$ cat src/logic/chip8_pkg.sv
package chip8_pkg;

  localparam int CHIP8_ADDR_W      = 12;
  localparam int CHIP8_DATA_W      = 8;
  localparam int CHIP8_NUM_REGS    = 16;
  localparam int CHIP8_STACK_DEPTH = 16;
  localparam int CHIP8_FLAG_REG    = 15;

  typedef logic [CHIP8_ADDR_W-1:0] chip8_addr_t;
  typedef logic [CHIP8_DATA_W-1:0] chip8_byte_t;
  typedef logic [3:0]              chip8_reg_idx_t;

  localparam chip8_addr_t CHIP8_PROG_START = 12'h200;

  typedef enum logic [3:0] {
    ALU_PASS,
    ALU_ADD,
    ALU_OR,
    ALU_AND,
    ALU_XOR,
    ALU_SUB,       // a minus b
    ALU_SHR,
    ALU_SHL,
    ALU_ADD_INDEX  // I plus a with 12 bit wrap
  } chip8_alu_op_e;

  typedef enum logic [2:0] {
    PC_HOLD,
    PC_STEP,
    PC_SKIP,
    PC_JUMP,
    PC_CALL,
    PC_RET
  } chip8_pc_cmd_e;

  typedef enum logic {
    STORE_BCD,
    STORE_REGS
  } chip8_store_kind_e;

  typedef enum logic [2:0] {
    SEQ_FETCH_HI,
    SEQ_FETCH_LO,
    SEQ_FETCH_WAIT,
    SEQ_DECODE,
    SEQ_EXEC,
    SEQ_WAIT_ALU,
    SEQ_WAIT_STORE,
    SEQ_HALT
  } chip8_seq_state_e;

  // one opcode word read three ways
  typedef union packed {
    struct packed {
      logic [3:0]     op;
      chip8_reg_idx_t x;
      chip8_reg_idx_t y;
      logic [3:0]     n;
    } xyn;
    struct packed {
      logic [3:0]     op;
      chip8_reg_idx_t x;
      chip8_byte_t    kk;
    } xkk;
    struct packed {
      logic [3:0]  op;
      chip8_addr_t addr;
    } nnn;
  } chip8_opcode_u;

endpackage

$ cat src/logic/chip8_alu.sv
`timescale 1ns/1ps

module chip8_alu (
  input  logic                     clk_in,
  input  logic                     arst_n_i,
  input  logic                     start_i,
  input  chip8_pkg::chip8_alu_op_e op_i,
  input  chip8_pkg::chip8_byte_t   a_i,
  input  chip8_pkg::chip8_byte_t   b_i,
  input  chip8_pkg::chip8_addr_t   index_i,
  output chip8_pkg::chip8_addr_t   result_o,
  output logic                     flag_o,
  output logic                     zero_o,
  output logic                     done_o
);

  import chip8_pkg::*;

  logic [CHIP8_DATA_W:0] sum;
  chip8_byte_t           res_b;
  chip8_addr_t           res_w;
  logic                  flag_c;

  assign sum = {1'b0, a_i} + {1'b0, b_i};

  always_comb begin
    res_b  = '0;
    flag_c = 1'b0;  // logic ops clear it
    case (op_i)
      ALU_PASS: res_b = b_i;
      ALU_ADD: begin
        res_b  = sum[CHIP8_DATA_W-1:0];
        flag_c = sum[CHIP8_DATA_W];  // carry
      end
      ALU_OR:  res_b = a_i | b_i;
      ALU_AND: res_b = a_i & b_i;
      ALU_XOR: res_b = a_i ^ b_i;
      ALU_SUB: begin
        res_b  = a_i - b_i;
        flag_c = (a_i >= b_i);  // no borrow
      end
      ALU_SHR: begin
        res_b  = {1'b0, a_i[CHIP8_DATA_W-1:1]};
        flag_c = a_i[0];
      end
      ALU_SHL: begin
        res_b  = {a_i[CHIP8_DATA_W-2:0], 1'b0};
        flag_c = a_i[CHIP8_DATA_W-1];
      end
      default: ;
    endcase
  end

  assign res_w = (op_i == ALU_ADD_INDEX) ? index_i + chip8_addr_t'(a_i) : chip8_addr_t'(res_b);

  always_ff @(posedge clk_in or negedge arst_n_i) begin
    if (!arst_n_i) done_o <= 1'b0;
    else done_o <= start_i;
  end

  always_ff @(posedge clk_in) begin
    if (start_i) begin
      result_o <= res_w;
      flag_o   <= flag_c;
      zero_o   <= ~|(a_i ^ b_i);  // equality for skips
    end
  end

endmodule

$ cat src/logic/chip8_cpu.sv
`timescale 1ns/1ps

module chip8_cpu (
  input  logic                   clk_in,
  input  logic                   arst_n_i,
  input  chip8_pkg::chip8_byte_t rd_data_i,
  output chip8_pkg::chip8_addr_t rd_addr_o,
  output chip8_pkg::chip8_addr_t wr_addr_o,
  output chip8_pkg::chip8_byte_t wr_data_o,
  output logic                   wr_en_o,
  output logic                   halt_o
);

  import chip8_pkg::*;

  chip8_addr_t       pc;
  chip8_pc_cmd_e     pc_cmd;
  chip8_addr_t       pc_target;
  chip8_reg_idx_t    rx_idx;
  chip8_reg_idx_t    ry_idx;
  chip8_reg_idx_t    rs_idx;
  chip8_byte_t       vx;
  chip8_byte_t       vy;
  chip8_byte_t       vs;
  chip8_addr_t       i_reg;
  logic              reg_we;
  chip8_reg_idx_t    reg_widx;
  chip8_byte_t       reg_wdata;
  logic              flag_we;
  logic              flag;
  logic              i_we;
  chip8_addr_t       i_wdata;
  logic              alu_start;
  chip8_alu_op_e     alu_op;
  chip8_byte_t       alu_a;
  chip8_byte_t       alu_b;
  chip8_addr_t       alu_result;
  logic              alu_flag;
  logic              alu_zero;
  logic              alu_done;
  logic              st_start;
  chip8_store_kind_e st_kind;
  logic              st_done;

  chip8_sequencer u_sequencer (
    .clk_in(clk_in), .arst_n_i(arst_n_i),
    .rd_data_i(rd_data_i), .rd_addr_o(rd_addr_o),
    .pc_i(pc), .pc_cmd_o(pc_cmd), .pc_target_o(pc_target),
    .rx_idx_o(rx_idx), .ry_idx_o(ry_idx), .vx_i(vx), .vy_i(vy), .i_reg_i(i_reg),
    .reg_we_o(reg_we), .reg_widx_o(reg_widx), .reg_wdata_o(reg_wdata),
    .flag_we_o(flag_we), .flag_o(flag), .i_we_o(i_we), .i_wdata_o(i_wdata),
    .alu_start_o(alu_start), .alu_op_o(alu_op), .alu_a_o(alu_a), .alu_b_o(alu_b),
    .alu_result_i(alu_result), .alu_flag_i(alu_flag), .alu_zero_i(alu_zero),
    .alu_done_i(alu_done), .st_start_o(st_start), .st_kind_o(st_kind),
    .st_done_i(st_done), .halt_o(halt_o)
  );

  chip8_pc_stack u_pc_stack (
    .clk_in(clk_in), .arst_n_i(arst_n_i),
    .cmd_i(pc_cmd), .target_i(pc_target), .pc_o(pc)
  );

  chip8_regfile u_regfile (
    .clk_in(clk_in), .arst_n_i(arst_n_i),
    .rx_idx_i(rx_idx), .ry_idx_i(ry_idx), .rs_idx_i(rs_idx),
    .vx_o(vx), .vy_o(vy), .vs_o(vs),
    .we_i(reg_we), .widx_i(reg_widx), .wdata_i(reg_wdata),
    .flag_we_i(flag_we), .flag_i(flag),
    .i_we_i(i_we), .i_wdata_i(i_wdata), .i_reg_o(i_reg)
  );

  chip8_alu u_alu (
    .clk_in(clk_in), .arst_n_i(arst_n_i),
    .start_i(alu_start), .op_i(alu_op), .a_i(alu_a), .b_i(alu_b), .index_i(i_reg),
    .result_o(alu_result), .flag_o(alu_flag), .zero_o(alu_zero), .done_o(alu_done)
  );

  // x of the opcode names both the last register and the bcd source
  chip8_store_engine u_store_engine (
    .clk_in(clk_in), .arst_n_i(arst_n_i),
    .start_i(st_start), .kind_i(st_kind), .last_idx_i(rx_idx), .base_i(i_reg),
    .rs_idx_o(rs_idx), .vs_i(vs),
    .wr_addr_o(wr_addr_o), .wr_data_o(wr_data_o), .wr_en_o(wr_en_o), .done_o(st_done)
  );

endmodule

$ cat src/logic/chip8_pc_stack.sv
`timescale 1ns/1ps

module chip8_pc_stack (
  input  logic                     clk_in,
  input  logic                     arst_n_i,
  input  chip8_pkg::chip8_pc_cmd_e cmd_i,
  input  chip8_pkg::chip8_addr_t   target_i,
  output chip8_pkg::chip8_addr_t   pc_o
);

  import chip8_pkg::*;

  chip8_addr_t                          stack_mem [CHIP8_STACK_DEPTH];
  logic [$clog2(CHIP8_STACK_DEPTH)-1:0] sp;
  logic [$clog2(CHIP8_STACK_DEPTH)-1:0] sp_dec;

  assign sp_dec = sp - 1'b1;  // top of stack

  always_ff @(posedge clk_in or negedge arst_n_i) begin
    if (!arst_n_i) begin
      pc_o <= CHIP8_PROG_START;
      sp   <= '0;
    end else begin
      case (cmd_i)
        PC_STEP: pc_o <= pc_o + chip8_addr_t'(2);
        PC_SKIP: pc_o <= pc_o + chip8_addr_t'(4);
        PC_JUMP: pc_o <= target_i;
        PC_CALL: begin
          sp   <= sp + 1'b1;  // wraps past depth
          pc_o <= target_i;
        end
        PC_RET: begin
          sp   <= sp_dec;
          pc_o <= stack_mem[sp_dec] + chip8_addr_t'(2);  // back past the call
        end
        default: ;
      endcase
    end
  end

  always_ff @(posedge clk_in) begin
    if (cmd_i == PC_CALL) stack_mem[sp] <= pc_o;
  end

endmodule

$ cat src/logic/chip8_regfile.sv
`timescale 1ns/1ps

module chip8_regfile (
  input  logic                      clk_in,
  input  logic                      arst_n_i,
  input  chip8_pkg::chip8_reg_idx_t rx_idx_i,
  input  chip8_pkg::chip8_reg_idx_t ry_idx_i,
  input  chip8_pkg::chip8_reg_idx_t rs_idx_i,
  output chip8_pkg::chip8_byte_t    vx_o,
  output chip8_pkg::chip8_byte_t    vy_o,
  output chip8_pkg::chip8_byte_t    vs_o,
  input  logic                      we_i,
  input  chip8_pkg::chip8_reg_idx_t widx_i,
  input  chip8_pkg::chip8_byte_t    wdata_i,
  input  logic                      flag_we_i,
  input  logic                      flag_i,
  input  logic                      i_we_i,
  input  chip8_pkg::chip8_addr_t    i_wdata_i,
  output chip8_pkg::chip8_addr_t    i_reg_o
);

  import chip8_pkg::*;

  chip8_byte_t v_q [CHIP8_NUM_REGS];
  chip8_addr_t i_q;

  assign vx_o    = v_q[rx_idx_i];
  assign vy_o    = v_q[ry_idx_i];
  assign vs_o    = v_q[rs_idx_i];  // store engine port
  assign i_reg_o = i_q;

  always_ff @(posedge clk_in or negedge arst_n_i) begin
    if (!arst_n_i) begin
      for (int k = 0; k < CHIP8_NUM_REGS; k++) begin
        v_q[k] <= '0;
      end
      i_q <= '0;
    end else begin
      if (we_i) v_q[widx_i] <= wdata_i;
      // later write wins when the result also targets VF
      if (flag_we_i) v_q[CHIP8_FLAG_REG] <= chip8_byte_t'(flag_i);
      if (i_we_i) i_q <= i_wdata_i;
    end
  end

endmodule

$ cat src/logic/chip8_sequencer.sv
`timescale 1ns/1ps

module chip8_sequencer (
  input  logic                         clk_in,
  input  logic                         arst_n_i,
  input  chip8_pkg::chip8_byte_t       rd_data_i,
  output chip8_pkg::chip8_addr_t       rd_addr_o,
  input  chip8_pkg::chip8_addr_t       pc_i,
  output chip8_pkg::chip8_pc_cmd_e     pc_cmd_o,
  output chip8_pkg::chip8_addr_t       pc_target_o,
  output chip8_pkg::chip8_reg_idx_t    rx_idx_o,
  output chip8_pkg::chip8_reg_idx_t    ry_idx_o,
  input  chip8_pkg::chip8_byte_t       vx_i,
  input  chip8_pkg::chip8_byte_t       vy_i,
  input  chip8_pkg::chip8_addr_t       i_reg_i,
  output logic                         reg_we_o,
  output chip8_pkg::chip8_reg_idx_t    reg_widx_o,
  output chip8_pkg::chip8_byte_t       reg_wdata_o,
  output logic                         flag_we_o,
  output logic                         flag_o,
  output logic                         i_we_o,
  output chip8_pkg::chip8_addr_t       i_wdata_o,
  output logic                         alu_start_o,
  output chip8_pkg::chip8_alu_op_e     alu_op_o,
  output chip8_pkg::chip8_byte_t       alu_a_o,
  output chip8_pkg::chip8_byte_t       alu_b_o,
  input  chip8_pkg::chip8_addr_t       alu_result_i,
  input  logic                         alu_flag_i,
  input  logic                         alu_zero_i,
  input  logic                         alu_done_i,
  output logic                         st_start_o,
  output chip8_pkg::chip8_store_kind_e st_kind_o,
  input  logic                         st_done_i,
  output logic                         halt_o
);

  import chip8_pkg::*;

  chip8_seq_state_e  state;
  chip8_opcode_u     op_q;
  chip8_opcode_u     op_w;
  chip8_alu_op_e     alu_op_q;
  chip8_byte_t       alu_a_q;
  chip8_byte_t       alu_b_q;
  chip8_pc_cmd_e     pc_cmd_q;
  chip8_store_kind_e kind_q;
  logic              use_alu_q;
  logic              use_st_q;
  logic              skip_q;
  logic              ne_q;    // skip when operands differ
  logic              flag_q;
  logic              to_i_q;  // result goes to I

  assign op_w = {op_q.xkk.op, op_q.xkk.x, rd_data_i};  // low byte lands in decode

  assign rx_idx_o    = op_q.xyn.x;
  assign ry_idx_o    = op_w.xyn.y;
  assign pc_target_o = op_q.nnn.addr;
  assign reg_widx_o  = op_q.xyn.x;
  assign reg_wdata_o = alu_result_i[CHIP8_DATA_W-1:0];
  assign flag_o      = alu_flag_i;
  assign alu_op_o    = alu_op_q;
  assign alu_a_o     = alu_a_q;
  assign alu_b_o     = alu_b_q;
  assign st_kind_o   = kind_q;
  assign halt_o      = (state == SEQ_HALT);

  always_ff @(posedge clk_in or negedge arst_n_i) begin
    if (!arst_n_i) begin
      state     <= SEQ_FETCH_HI;
      rd_addr_o <= CHIP8_PROG_START;
      op_q      <= '0;
      alu_op_q  <= ALU_PASS;
      alu_a_q   <= '0;
      alu_b_q   <= '0;
      pc_cmd_q  <= PC_HOLD;
      kind_q    <= STORE_BCD;
      use_alu_q <= 1'b0;
      use_st_q  <= 1'b0;
      skip_q    <= 1'b0;
      ne_q      <= 1'b0;
      flag_q    <= 1'b0;
      to_i_q    <= 1'b0;
    end else begin
      case (state)
        SEQ_FETCH_HI: begin
          rd_addr_o <= pc_i;
          state     <= SEQ_FETCH_LO;
        end
        SEQ_FETCH_LO: begin
          rd_addr_o <= pc_i + 1'b1;
          state     <= SEQ_FETCH_WAIT;
        end
        SEQ_FETCH_WAIT: begin
          op_q[15:8] <= rd_data_i;  // high byte
          state      <= SEQ_DECODE;
        end
        SEQ_DECODE: begin
          op_q      <= op_w;
          alu_op_q  <= ALU_PASS;
          alu_a_q   <= vx_i;
          alu_b_q   <= vy_i;
          pc_cmd_q  <= PC_STEP;
          kind_q    <= STORE_BCD;
          use_alu_q <= 1'b1;
          use_st_q  <= 1'b0;
          skip_q    <= 1'b0;
          ne_q      <= 1'b0;
          flag_q    <= 1'b0;
          to_i_q    <= 1'b0;
          state     <= SEQ_EXEC;
          case (op_w.xyn.op)
            4'h0: begin
              use_alu_q <= 1'b0;
              pc_cmd_q  <= PC_RET;
              if (op_w.nnn.addr != 12'h0EE) state <= SEQ_HALT;
            end
            4'h1, 4'h2: begin
              use_alu_q <= 1'b0;
              pc_cmd_q  <= op_w.xyn.op[1] ? PC_CALL : PC_JUMP;
            end
            4'h3, 4'h4: begin
              alu_b_q <= op_w.xkk.kk;
              skip_q  <= 1'b1;
              ne_q    <= op_w.xyn.op[2];
            end
            4'h5, 4'h9: begin
              skip_q <= 1'b1;
              ne_q   <= op_w.xyn.op[3];
              if (op_w.xyn.n != 4'h0) state <= SEQ_HALT;
            end
            4'h6: alu_b_q <= op_w.xkk.kk;
            4'h7: begin
              alu_op_q <= ALU_ADD;  // VF untouched
              alu_b_q  <= op_w.xkk.kk;
            end
            4'h8: begin
              flag_q <= (op_w.xyn.n != 4'h0);
              case (op_w.xyn.n)
                4'h0: alu_op_q <= ALU_PASS;
                4'h1: alu_op_q <= ALU_OR;
                4'h2: alu_op_q <= ALU_AND;
                4'h3: alu_op_q <= ALU_XOR;
                4'h4: alu_op_q <= ALU_ADD;
                4'h5: alu_op_q <= ALU_SUB;
                4'h6: alu_op_q <= ALU_SHR;
                4'h7: begin
                  alu_op_q <= ALU_SUB;  // vy - vx
                  alu_a_q  <= vy_i;
                  alu_b_q  <= vx_i;
                end
                4'hE: alu_op_q <= ALU_SHL;
                default: state <= SEQ_HALT;
              endcase
            end
            4'hA: begin
              use_alu_q <= 1'b0;
              to_i_q    <= 1'b1;
            end
            4'hF: begin
              case (op_w.xkk.kk)
                8'h1E: begin
                  alu_op_q <= ALU_ADD_INDEX;
                  to_i_q   <= 1'b1;
                end
                8'h33, 8'h55: begin
                  use_alu_q <= 1'b0;
                  use_st_q  <= 1'b1;
                  kind_q    <= op_w.xkk.kk[6] ? STORE_REGS : STORE_BCD;
                end
                default: state <= SEQ_HALT;
              endcase
            end
            default: state <= SEQ_HALT;
          endcase
        end
        SEQ_EXEC: begin
          if (use_st_q) state <= SEQ_WAIT_STORE;
          else if (use_alu_q) state <= SEQ_WAIT_ALU;
          else state <= SEQ_FETCH_HI;
        end
        SEQ_WAIT_ALU: if (alu_done_i) state <= SEQ_FETCH_HI;
        SEQ_WAIT_STORE: if (st_done_i) state <= SEQ_FETCH_HI;
        default: state <= SEQ_HALT;  // stuck until reset
      endcase
    end
  end

  // commit and start strobes
  always_comb begin
    pc_cmd_o    = PC_HOLD;
    reg_we_o    = 1'b0;
    flag_we_o   = 1'b0;
    i_we_o      = 1'b0;
    i_wdata_o   = i_reg_i;
    alu_start_o = 1'b0;
    st_start_o  = 1'b0;
    case (state)
      SEQ_EXEC: begin
        alu_start_o = use_alu_q;
        st_start_o  = use_st_q;
        if (!use_alu_q && !use_st_q) begin
          pc_cmd_o  = pc_cmd_q;
          i_we_o    = to_i_q;
          i_wdata_o = op_q.nnn.addr;
        end
      end
      SEQ_WAIT_ALU: begin
        if (alu_done_i) begin
          pc_cmd_o = PC_STEP;
          if (skip_q) begin
            if (alu_zero_i != ne_q) pc_cmd_o = PC_SKIP;
          end else if (to_i_q) begin
            i_we_o    = 1'b1;
            i_wdata_o = alu_result_i;
          end else begin
            reg_we_o  = 1'b1;
            flag_we_o = flag_q;
          end
        end
      end
      SEQ_WAIT_STORE: if (st_done_i) pc_cmd_o = PC_STEP;
      default: ;
    endcase
  end

endmodule

$ cat src/logic/chip8_store_engine.sv
`timescale 1ns/1ps

module chip8_store_engine (
  input  logic                         clk_in,
  input  logic                         arst_n_i,
  input  logic                         start_i,
  input  chip8_pkg::chip8_store_kind_e kind_i,
  input  chip8_pkg::chip8_reg_idx_t    last_idx_i,
  input  chip8_pkg::chip8_addr_t       base_i,
  output chip8_pkg::chip8_reg_idx_t    rs_idx_o,
  input  chip8_pkg::chip8_byte_t       vs_i,
  output chip8_pkg::chip8_addr_t       wr_addr_o,
  output chip8_pkg::chip8_byte_t       wr_data_o,
  output logic                         wr_en_o,
  output logic                         done_o
);

  import chip8_pkg::*;

  chip8_store_kind_e kind_q;
  logic              active_q;
  chip8_reg_idx_t    cnt_q;
  chip8_reg_idx_t    last_w;
  chip8_byte_t       digit_w;

  // bcd always writes three digits
  assign last_w   = (kind_q == STORE_BCD) ? chip8_reg_idx_t'(2) : last_idx_i;
  assign rs_idx_o = (kind_q == STORE_BCD) ? last_idx_i : cnt_q;

  always_comb begin
    case (cnt_q)
      4'd0:    digit_w = vs_i / 8'd100;
      4'd1:    digit_w = vs_i / 8'd10 % 8'd10;
      default: digit_w = vs_i % 8'd10;
    endcase
  end

  assign wr_en_o   = active_q;
  assign done_o    = active_q && (cnt_q == last_w);
  assign wr_addr_o = base_i + chip8_addr_t'(cnt_q);
  assign wr_data_o = (kind_q == STORE_BCD) ? digit_w : vs_i;

  always_ff @(posedge clk_in or negedge arst_n_i) begin
    if (!arst_n_i) begin
      kind_q   <= STORE_BCD;
      active_q <= 1'b0;
      cnt_q    <= '0;
    end else if (start_i) begin
      kind_q   <= kind_i;
      active_q <= 1'b1;
      cnt_q    <= '0;
    end else if (active_q) begin
      if (done_o) active_q <= 1'b0;
      else cnt_q <= cnt_q + 1'b1;  // one byte per cycle
    end
  end

endmodule

$ cat config.mk
export PLATFORM = sky130hd
export DESIGN_NAME = chip8_cpu
export DESIGN_NICKNAME = d
export VERILOG_FILES = /design/src/logic/chip8_pkg.sv /design/src/logic/chip8_alu.sv /design/src/logic/chip8_cpu.sv /design/src/logic/chip8_pc_stack.sv /design/src/logic/chip8_regfile.sv /design/src/logic/chip8_sequencer.sv /design/src/logic/chip8_store_engine.sv
export SDC_FILE = /design/constraint.sdc
export NUM_CORES = 1
export LEC_CHECK = 0
export BUFFER_PORTS_ARGS = -buffer_cell sky130_fd_sc_hd__buf_2
export CAP_MARGIN = 20
export CORE_ASPECT_RATIO = 0.6
export CORE_MARGIN = 8
export CORE_UTILIZATION = 60
export DETAILED_ROUTE_END_ITERATION = 8
export GPL_TIMING_DRIVEN = 1
export PLACE_DENSITY = 0.77
export REMOVE_ABC_BUFFERS = 1
export SYNTH_ARGS = -nofsm -noshare
export SYNTH_HDL_FRONTEND = slang
export SYNTH_HIERARCHICAL = 1
export SYNTH_SLANG_ARGS = --single-unit
$ cat constraint.sdc
create_clock -name clk_in -period 7.3 [get_ports clk_in]
set_clock_uncertainty 0.15 [all_clocks]
set_input_delay 0.365 -clock clk_in [delete_from_list [all_inputs] [get_ports clk_in]]
set_output_delay 0.365 -clock clk_in [all_outputs]
set_load 0.02 [all_outputs]
Word-level counts from Yosys, hierarchy flattened
Memories as Yosys holds them, arrays and structs flattened. Cells that the tools add are included.

Word-level logic and storage cells: 244. Bits in registers: 238. Memories kept: 1. Bits in writable memories: 192. Output and inout bits: 34. Input port bits: 10.

Memories: u_pc_stack.stack_mem (depth 16, width 12, rd ports 1, clocked after memory_dff 0, write ports 1, RTL line chip8_pc_stack.sv:13) `chip8_addr_t stack_mem [CHIP8_STACK_DEPTH];`.

$add $sub $neg: 11. $lt $le $gt $ge: 5. Mux-type cells: 89. Equality and inequality tests: 52. Reductions and logical operators: 34. Div/mod/pow operators: 4. Bitwise operators: 6.

Operators by type and width (count): bitwise mux 128 bit (1); two-way mux 8 bit (14); binary-select mux 8 bit (select 4 bit) (3); one-hot mux 8 bit (8 select lines) (1); == test 4 x 3 -> 1 bit, second input constant (12); two-way mux 12 bit (4); one-hot mux 12 bit (2 select lines) (2); one-hot mux 12 bit (4 select lines) (1); one-hot mux 3 bit (7 select lines) (2); demux 8 bit (select 4 bit) (1); one-hot mux 8 bit (2 select lines) (2); two-way mux 1 bit (29); adder 12 x 2 -> 12 bit, second input constant (2); == test 4 x 2 -> 1 bit, second input constant (6); == test 4 bit, second input constant (6); two-way mux 3 bit (8); two-way mux 4 bit (6); == test 3 bit, second input constant (6); == test 4 x 1 -> 1 bit, second input constant (4); logical NOT 4 bit (4); modulo 8 x 4 -> 8 bit, second input constant (2); >= comparator 5 bit, second input constant (3); inverter 4 -> 5 bit (3); one-hot mux 3 bit (5 select lines) (1); other kinds (45) (78).

Longest topological paths before layout
Gate-level depths: netlist of run 1.

Depth after elaboration: 9. Gate-level depth with buffers: 27. Mapped depth without buffers: 22.

Hierarchy
Netlist of run 1, hierarchy kept.

Modules (own cells, without submodules): chip8_pc_stack (times used 1, seq. area each 6167.2 um^2, area an instance 9122.5 um^2, cells an instance 628); chip8_regfile (times used 1, seq. area each 3503.4 um^2, area an instance 8207.9 um^2, cells an instance 537); chip8_sequencer (times used 1, seq. area each 1527.7 um^2, area an instance 3862.5 um^2, cells an instance 434); chip8_alu (times used 1, seq. area each 445.4 um^2, area an instance 2453.6 um^2, cells an instance 307); chip8_store_engine (times used 1, seq. area each 150.1 um^2, area an instance 2124.5 um^2, cells an instance 287).

Least setup slack after synthesis of run 1
Ideal clock, no wire load.

Path type: flip-flop to output port. Start: register u_store_engine.kind_q. End: output port wr_data_o[6]. Setup slack: 0.776 ns. Buffers on the path: 5. Stages on the path, launching flop included: 26. Data arrival time: 6.009 ns. Required time: 6.785 ns. Cell sequence: dfrtp_1 > clkbuf_1 > clkbuf_1 > o21ai_0 > clkbuf_1 > mux4_2 > a22oi_1 > nand2_1 > buf_2 > buf_4 > nand2_1 > inv_1 > ha_1 > and2_1 > o2111a_1 > o31ai_2 > nor4_1 > o22ai_1 > ha_1 > inv_1 > a2111o_2 > o21ai_2 > mux2i_2 > a21o_1 > nor2_1 > o31ai_1.

Longest elaborated chain between the ends: 9. Elaborated cells between the ends (all ways): 11. Those cells by class: div (4); mux (6); bitwise (1).

Ends and longest elaborated chain: start: declaration (RTL line chip8_store_engine.sv:20) `chip8_store_kind_e kind_q;`; start signal: assignment (RTL line chip8_store_engine.sv:49) `kind_q <= kind_i;`; two-way mux 4 bit * (RTL line chip8_store_engine.sv:28) `assign rs_idx_o = (kind_q == STORE_BCD) ? last_idx_i : cnt_q;`; named net rs_idx[1] (RTL line chip8_cpu.sv:21) `chip8_reg_idx_t rs_idx;`; inverter 4 -> 5 bit (not written as such) * (RTL line chip8_regfile.sv:29) `assign vs_o = v_q[rs_idx_i];`; binary-select mux 8 bit (select 4 bit) * (RTL line chip8_regfile.sv:29); two-way mux 8 bit (not written as such) * (2 in a row) (RTL line chip8_regfile.sv:29); named net vs[5] (RTL line chip8_cpu.sv:24) `chip8_byte_t vs;`; divider 8 x 4 -> 8 bit (RTL line chip8_store_engine.sv:33) `4'd1: digit_w = vs_i / 8'd10 % 8'd10;`; modulo 8 x 4 -> 8 bit (RTL line chip8_store_engine.sv:33); one-hot mux 8 bit (2 select lines) * (RTL line chip8_store_engine.sv:31) `case (cnt_q)`; two-way mux 8 bit * (RTL line chip8_store_engine.sv:41) `assign wr_data_o = (kind_q == STORE_BCD) ? digit_w : vs_i;`; end: declaration (RTL line chip8_cpu.sv:9) `output chip8_pkg::chip8_byte_t wr_data_o,`.

Mark *: on every way through the listed nets, which the timed path passes. The rest lies on a longest branch. The select of a mux whose other input is x is not followed.

Final worst setup path of run 1
Start: register u_store_engine.kind_q. End: output port wr_data_o[2].

Same word-level chain as after synthesis.

==> results_dict.tcl, run 1 <==
set metrics [dict create \
    status "completed" \
    cts_tree "done" \
    ys_ff_latch 430 \
    cts_buffers 41 \
    fillers 3106 \
    drtAntennaViolNets 0 \
    clkLatencyLatePin_ns 0.56 \
    leakage_nw 11.1 \
    slew_viol_final 0 \
    cts_root_buffer "clkbuf_16" \
    final_util 0.657 \
    crit_fanout 29 \
    die_y_microns 177 \
    grt_overflow 0 \
    grt_setup_unrepaired "no" \
    place_ws_ns 0.665 \
    htreeDepth 2 \
    row_count 58 \
    crit_chain "buf_4 -> nand2_1 -> o21ai_4 -> buf_4 -> mux4_2 -> a22oi_1 -> nand2_1 -> buf_4 -> nor2b_1 -> a221oi_1 -> a21o_1 -> nand2_1 -> o22ai_2 -> ha_1 -> inv_1 -> maj3_1 -> o21ba_2 -> mux2i_1 -> nand3b_1 -> a211oi_4 -> o21ai_0 -> a32o_1 -> buf_2" \
    ys_seq_area_frac 0.458 \
    drc 0 \
    mostFrequentLayoutCells "nand2_1 (224), dfrtp_1 (220), edfxtp_1 (206)" \
    layout-drive-gt1-share 0.238 \
    pwr_density_cell_mw_per_mm2 375 \
    layout_commonest_cell "nand2_1" \
    cts.sinks 430 \
    layout_min_cycle_time_ns 6.92 \
    finalSetupViolCount 0 \
    gp_congestion 0.939 \
    grt_max_degree 79 \
    clockBufferDepth 3 \
    crit_path_end_kind "output pin" \
    power_frac_seq 0.342 \
    grt_pass1_wl_microns 111000 \
    port_buffers 43 \
    avgSynthCellArea_sq_um 11.8 \
    nets 2223 \
    routedWlPerCell_microns 26.1 \
    swShare 0.417 \
    cpPeakStageDelay_ns 0.47 \
    drtIter0Drc 3089 \
    period_share 0.948 \
    place_hpwl_microns 48700 \
    synth_cells 2193 \
    vias_per_cell 7.02 \
    grt_pass1_vias 18600 \
    critPathBufInv 5 \
    syn-cell-area_sq_mm 0.0258 \
    synthArstFlopShare 0.521 \
    critPathKind "reg2out" \
    slew_headroom 0.201 \
    crit_family "compound AO/OA/AOI/OAI gates" \
    p_sw_mw 4.33 \
    wl_microns 72000 \
    max_freq_ghz 0.144 \
    clkTransAtPathRegs_ns 0.06 \
    crit_arrival_ns 6.41 \
    worst_pin_slew_ns 1.19 \
    die-area_sq_mm 0.0501 \
    synth_edf_count 206 \
    initial_core_util 0.611 \
    setup_slack_ns 0.376 \
    die_x_microns 284 \
    cp.required_ns 6.78 \
    syn2layout_area_growth_pct 7.53 \
    critPathSlowestCell "dfrtp_1" \
    io_pins 44 \
    p_clk_frac 0.223 \
    yosysUniqueCellTypes 124 \
    yosysWarningCount 6 \
    dr.pass1.iters 6 \
    maxCapViolations 0 \
    grt_antenna_before_repair 1 \
    core_sq_mm 0.0422 \
    via_count 19400 \
    irDropWorstVdd_mv 0.243 \
    groute.usage.overall 0.281 \
    hold_viol 0 \
    worstSetupStartpointType "register" \
    min-delay-path-class "in2reg" \
    ys.flop_type "dfrtp_1" \
    cellInternalPower_mw 6.06 \
    pwr-share-comb 0.435 \
]
sequential cells by signal, summed over array words and instances (netlist names), 3 cells and up:
signal	cells
u_alu/result_o	12
u_pc_stack/pc_o	12
u_pc_stack/sp	4
u_pc_stack/stack_mem	192
u_regfile/i_reg_o	12
u_regfile/v_q	128
u_sequencer/alu_a_o	8
u_sequencer/alu_b_o	8
u_sequencer/alu_op_o	4
u_sequencer/op_q	16
u_sequencer/pc_cmd_q	3
u_sequencer/rd_addr_o	12
u_sequencer/state	3
u_store_engine/cnt_q	4
worst reg2reg max path, cell delays in order (launching register included):
cell	delay, ns
dfrtp_2	0.36
buf_4	0.74
xnor2_1	0.20
nand3_1	0.09
o21ai_0	0.10
a22oi_1	0.12
nor3b_1	0.96
nand4_1	0.21
nand2_1	0.17
and3b_1	0.40
o21ai_1	0.37
o21ai_0	0.37
a31oi_1	0.13
inv_1	0.09
ha_1	0.21
inv_1	0.06
a221oi_2	0.35
nand4_2	0.22
xnor2_1	0.19
a221o_1	0.32
Yosys cell counts, drive strengths merged, types with 27 or more instances:
library cell  instances  area, sq um
xor2                 27          255
a31oi                41          269
mux2                148         1700
nand2b               32          215
nor3                 38          223
dfrtp               222         5560
a21oi                67          339
a22oi                78          586
clkbuf               61          230
inv                  61          229
edfxtp              206         6190
o21ai                79          403
nand3                54          280
nor2                132          518
buf                 120          795
ha                   51          638
mux2i                42          424
nand2               225          847
mux4                121         2730
a22o                 27          236
per-stage QoR:
step                power [mW]  hold slack (ns)  area, sq um  setup TNS [ns]  cells
floorplan                 6.44          -0.0806        24700           -7.92   2012
global placement          7.80            0.208        26100               0   2677
detailed placement        7.94            0.220        26100               0   2677
CTS                       10.3          0.00662        27600               0   2754
global route              10.9           0.0164        27700               0   2761
finish                    10.4           0.0218        27700               0   2762
logic make-up (layout without fill, tap and decap cells):
group	Yosys count	after routing	share of synthesized area
AOI/OAI and AO/OA	450	450	0.126
xor gates and xnor gates	50	50	0.0180
adders and majority gates	56	56	0.0283
buffers and inverters	243	241	0.0488
DFF	430	430	0.458
muxes	311	311	0.188
other	0	1	0
and+or+nand+nor	653	653	0.133
power by group through the flow:
stage	sequential [mW]	combinational, mW	clock (mW)
after floorplan	3.53	2.91	0
after global placement	3.55	4.26	0
after detailed placement	3.58	4.36	0
after CTS	3.53	4.39	2.34
after global routing	3.60	4.86	2.44
final	3.56	4.52	2.32
timing repair:
action	4_1_cts	5_1_grt
setup buffers	0	0
hold buffers	1	0
resized for setup	0	5
setup endpoints to repair	0	6
endpoints found under the hold margin	73	0
worst paths after layout:
check / start / endpoint / slack [ns] / depth (start not counted)
min: rd_data_i[3] / u_sequencer/op_q[3]$_DFFE_PN0P_ / 0.02 / 3
max in group asynchronous: arst_n_i / u_regfile/v_q[72]$_DFFE_PN0P_ / 5.26 / 3
max reg2reg: u_sequencer/op_q[8]$_DFFE_PN0P_ / u_pc_stack/pc_o[9]$_DFFE_PN1P_ / 1.43 / 19
min in group asynchronous: arst_n_i / u_sequencer/rd_addr_o[7]$_DFFE_PN0P_ / 0.22 / 2
min reg2reg: u_sequencer/rd_addr_o[3]$_DFFE_PN0P_ / u_sequencer/rd_addr_o[3]$_DFFE_PN0P_ / 0.33 / 2
max: u_store_engine/kind_q$_DFFE_PN0P_ / wr_data_o[2] / 0.38 / 23
routing by layer:
metal,up-vias,track usage,share of wire
met2,1330,0.395,0.41
met4,2,0.0546,0.016
met3,124,0.0905,0.15
met1,9697,0.425,0.42
li1,8246,-,-
met5,-,0,0.00018
final cells by class:
class	count	area, sq um	share of cell area
multi-input cells	1520	12800	0.462
flip-flops and latches	430	11800	0.426
clock buffers	53	1140	0.0413
repair buffers	103	718	0.0259
well taps	570	713	0.0257
clock inverters	23	313	0.0113
inverters	62	233	0.00840
diodes	1	2.50	0.0000903
Power figures use the tool's default switching activity.
==> inputs of run 2 (changes only) <==
Clock period 7.3 ns to 8.1 ns, I/O delays scaled along.
==> run 2 against run 1 <==
  * Register-to-register slack gained 0.36 ns
  * Clock-buffer cell count fell by 2
  * Worst hold slack improved by 0.031 ns
  * Combinational power fell by 11%
  * Cell area decreased by 1.0%
  * Via count shrank 0.14%
  * Critical path type unchanged
==> results_dict.tcl, run 2 (synthesis gave the netlist of run 1 again) <==
set metrics [dict create \
    slew_viol_final 0 \
    clkTransAtPathRegs_ns 0.07 \
    r2r_cells 18 \
    nets 2218 \
    grt_max_degree 90 \
    finalSetupViolCount 0 \
    grt_pass1_vias 18700 \
    grt_pass1_wl_microns 112000 \
    cts_root_buffer "clkbuf_16" \
    r2r-end "u_pc_stack/pc_o[9]$_DFFE_PN1P_" \
    total_power_mw 9.07 \
    crit_chain "mux2_2 -> buf_4 -> mux4_2 -> a22oi_1 -> nand2_1 -> buf_4 -> nand2_1 -> inv_1 -> ha_1 -> and2_1 -> o2111a_1 -> o31ai_2 -> nor4_1 -> o22ai_1 -> ha_1 -> inv_1 -> maj3_1 -> o21ba_2 -> mux2i_1 -> nand3b_1 -> a211oi_4 -> o21ai_0 -> a32o_1 -> buf_2" \
    maxCapViolations 0 \
    place_inst 2674 \
    slew_headroom 0.241 \
    routedWlPerCell_microns 26.3 \
    p_sw_mw 3.86 \
    status "completed" \
    clkLatencyLatePin_ns 0.56 \
    crit_arrival_ns 7.05 \
    timing.rr.start "u_sequencer/op_q[8]$_DFFE_PN0P_" \
    grt_antenna_before_repair 0 \
    top_register "u_pc_stack/stack_mem" \
    drc 0 \
    p_clk_frac 0.203 \
    place_hpwl_microns 49400 \
    leakage_nw 11.0 \
    period_share 0.939 \
    power_frac_seq 0.354 \
    whs_endpoint "u_sequencer/op_q[3]$_DFFE_PN0P_" \
    pwr_density_cell_mw_per_mm2 331 \
    critPathBufInv 5 \
    cellInternalPower_mw 5.21 \
    dr.pass1.iters 7 \
    io_pins 44 \
    cp-startpoint "u_store_engine/kind_q$_DFFE_PN0P_" \
    port_buffers 43 \
    crit_fanout 26 \
    hold_depth 3 \
    initial_core_util 0.611 \
    hold_start "rd_data_i[3]" \
    layout_commonest_cell "nand2_1" \
    vias_per_cell 7.04 \
    layout_min_cycle_time_ns 7.61 \
    critPathKind "reg2out" \
    htreeDepth 2 \
    fin_hold_ws_ns 0.0525 \
    gp_congestion 0.947 \
    max_freq_ghz 0.131 \
    layout-drive-gt1-share 0.233 \
    cts_tree "done" \
    hold_viol 0 \
    worst_pin_slew_ns 1.14 \
    finalSetupTns_ns 0 \
    die-area_sq_mm 0.0501 \
    mostFrequentLayoutCells "nand2_1 (223), dfrtp_1 (219), edfxtp_1 (206)" \
    crit_family "compound AO/OA/AOI/OAI gates" \
    die_x_microns 284 \
    syn2layout_area_growth_pct 6.43 \
    stdcell_count 2752 \
    row_count 58 \
    min-delay-path-class "in2reg" \
    groute.usage.overall 0.283 \
    pwr-share-comb 0.442 \
    clockBufferDepth 3 \
    die_y_microns 177 \
    antenna_cells 0 \
    grt_setup_unrepaired "no" \
    largestRegisters "u_pc_stack/stack_mem (192), u_regfile/v_q (128), u_sequencer/op_q (16)" \
    via_count 19400 \
    largest_reg_flops 192 \
    swShare 0.425 \
    cts.sinks 430 \
    post_cts_buffers 0 \
    crit_path_end_kind "output pin" \
    irDropWorstVdd_mv 0.258 \
    core_sq_mm 0.0422 \
    reg2reg_setup_slack_ns 1.79 \
    grt_overflow 0 \
    cp.required_ns 7.55 \
    cts_buffers 41 \
    critPathSlowestCell "dfrtp_2" \
    wl_microns 72200 \
    drtAntennaViolNets 0 \
    drtIter0Drc 2729 \
    worstSetupStartpointType "register" \
    cpPeakStageDelay_ns 0.62 \
]
run 2: cell count changes in the layout (fill, tap and decap cells not counted), sizes merged:
cell | previous run | this run
clkbuf | 54 | 51
bufinv | 7 | 1
clkinvlp | 1 | 2
clkinv | 12 | 16
buf | 101 | 97
inv | 65 | 64
diode | 1 | 0
run 2: power by group through the flow:
stage / sequential [mW] / clock (mW) / combinational (mW)
after global placement: 3.20 / 0 / 3.78
after global routing: 3.25 / 1.95 / 4.30
final: 3.21 / 1.84 / 4.01
after floorplan: 3.18 / 0 / 2.63
after CTS: 3.19 / 1.87 / 3.91
after detailed placement: 3.23 / 0 / 3.88
run 2: final cells by class:
| class | instances | area (sq um) |
|---|---|---|
| fillers | 3124 | 14700 |
| multi-input cells | 1520 | 12800 |
| flip-flops and latches | 430 | 11800 |
| clock buffers | 51 | 1120 |
| well taps | 570 | 713 |
| repair buffers | 98 | 664 |
| inverters | 62 | 233 |
| clock inverters | 21 | 136 |
run 2: worst max path at each step:
stage / endpoint / cells after the start
after CTS: wr_data_o[2] / 24
after global placement: wr_data_o[2] / 24
after global routing: wr_data_o[2] / 24
after detailed placement: wr_data_o[2] / 21
final: wr_data_o[2] / 24
after floorplan: wr_data_o[6] / 20
run 2: metrics by stage:
step / cell area, sq um / worst slack, ns / utilization
detailed placement: 26100 / 0.932 / 0.619
global placement: 26100 / 1.12 / 0.619
global route: 27400 / 0.196 / 0.651
CTS: 27400 / 0.313 / 0.649
finish: 27400 / 0.493 / 0.651
floorplan: 24700 / -0.605 / -
run 2: worst min-delay path: cells and delay by family:
kind / cells / cell delay [ns]
buffers and inverters: 1 / 0.17
AND/OR/NAND/NOR: 2 / 0.13
run 2: what timing repair did:
action,in CTS,in global routing
hold endpoints to repair,85,0
gates resized for setup,0,3
hold buffers,1,0
endpoints found under the setup margin,0,5
run 2: metal layers:
metal,global-route usage,wire [microns]
met3,0.114,11200
met5,0,0
met2,0.386,29400
met1,0.419,30200
met4,0.0622,1480
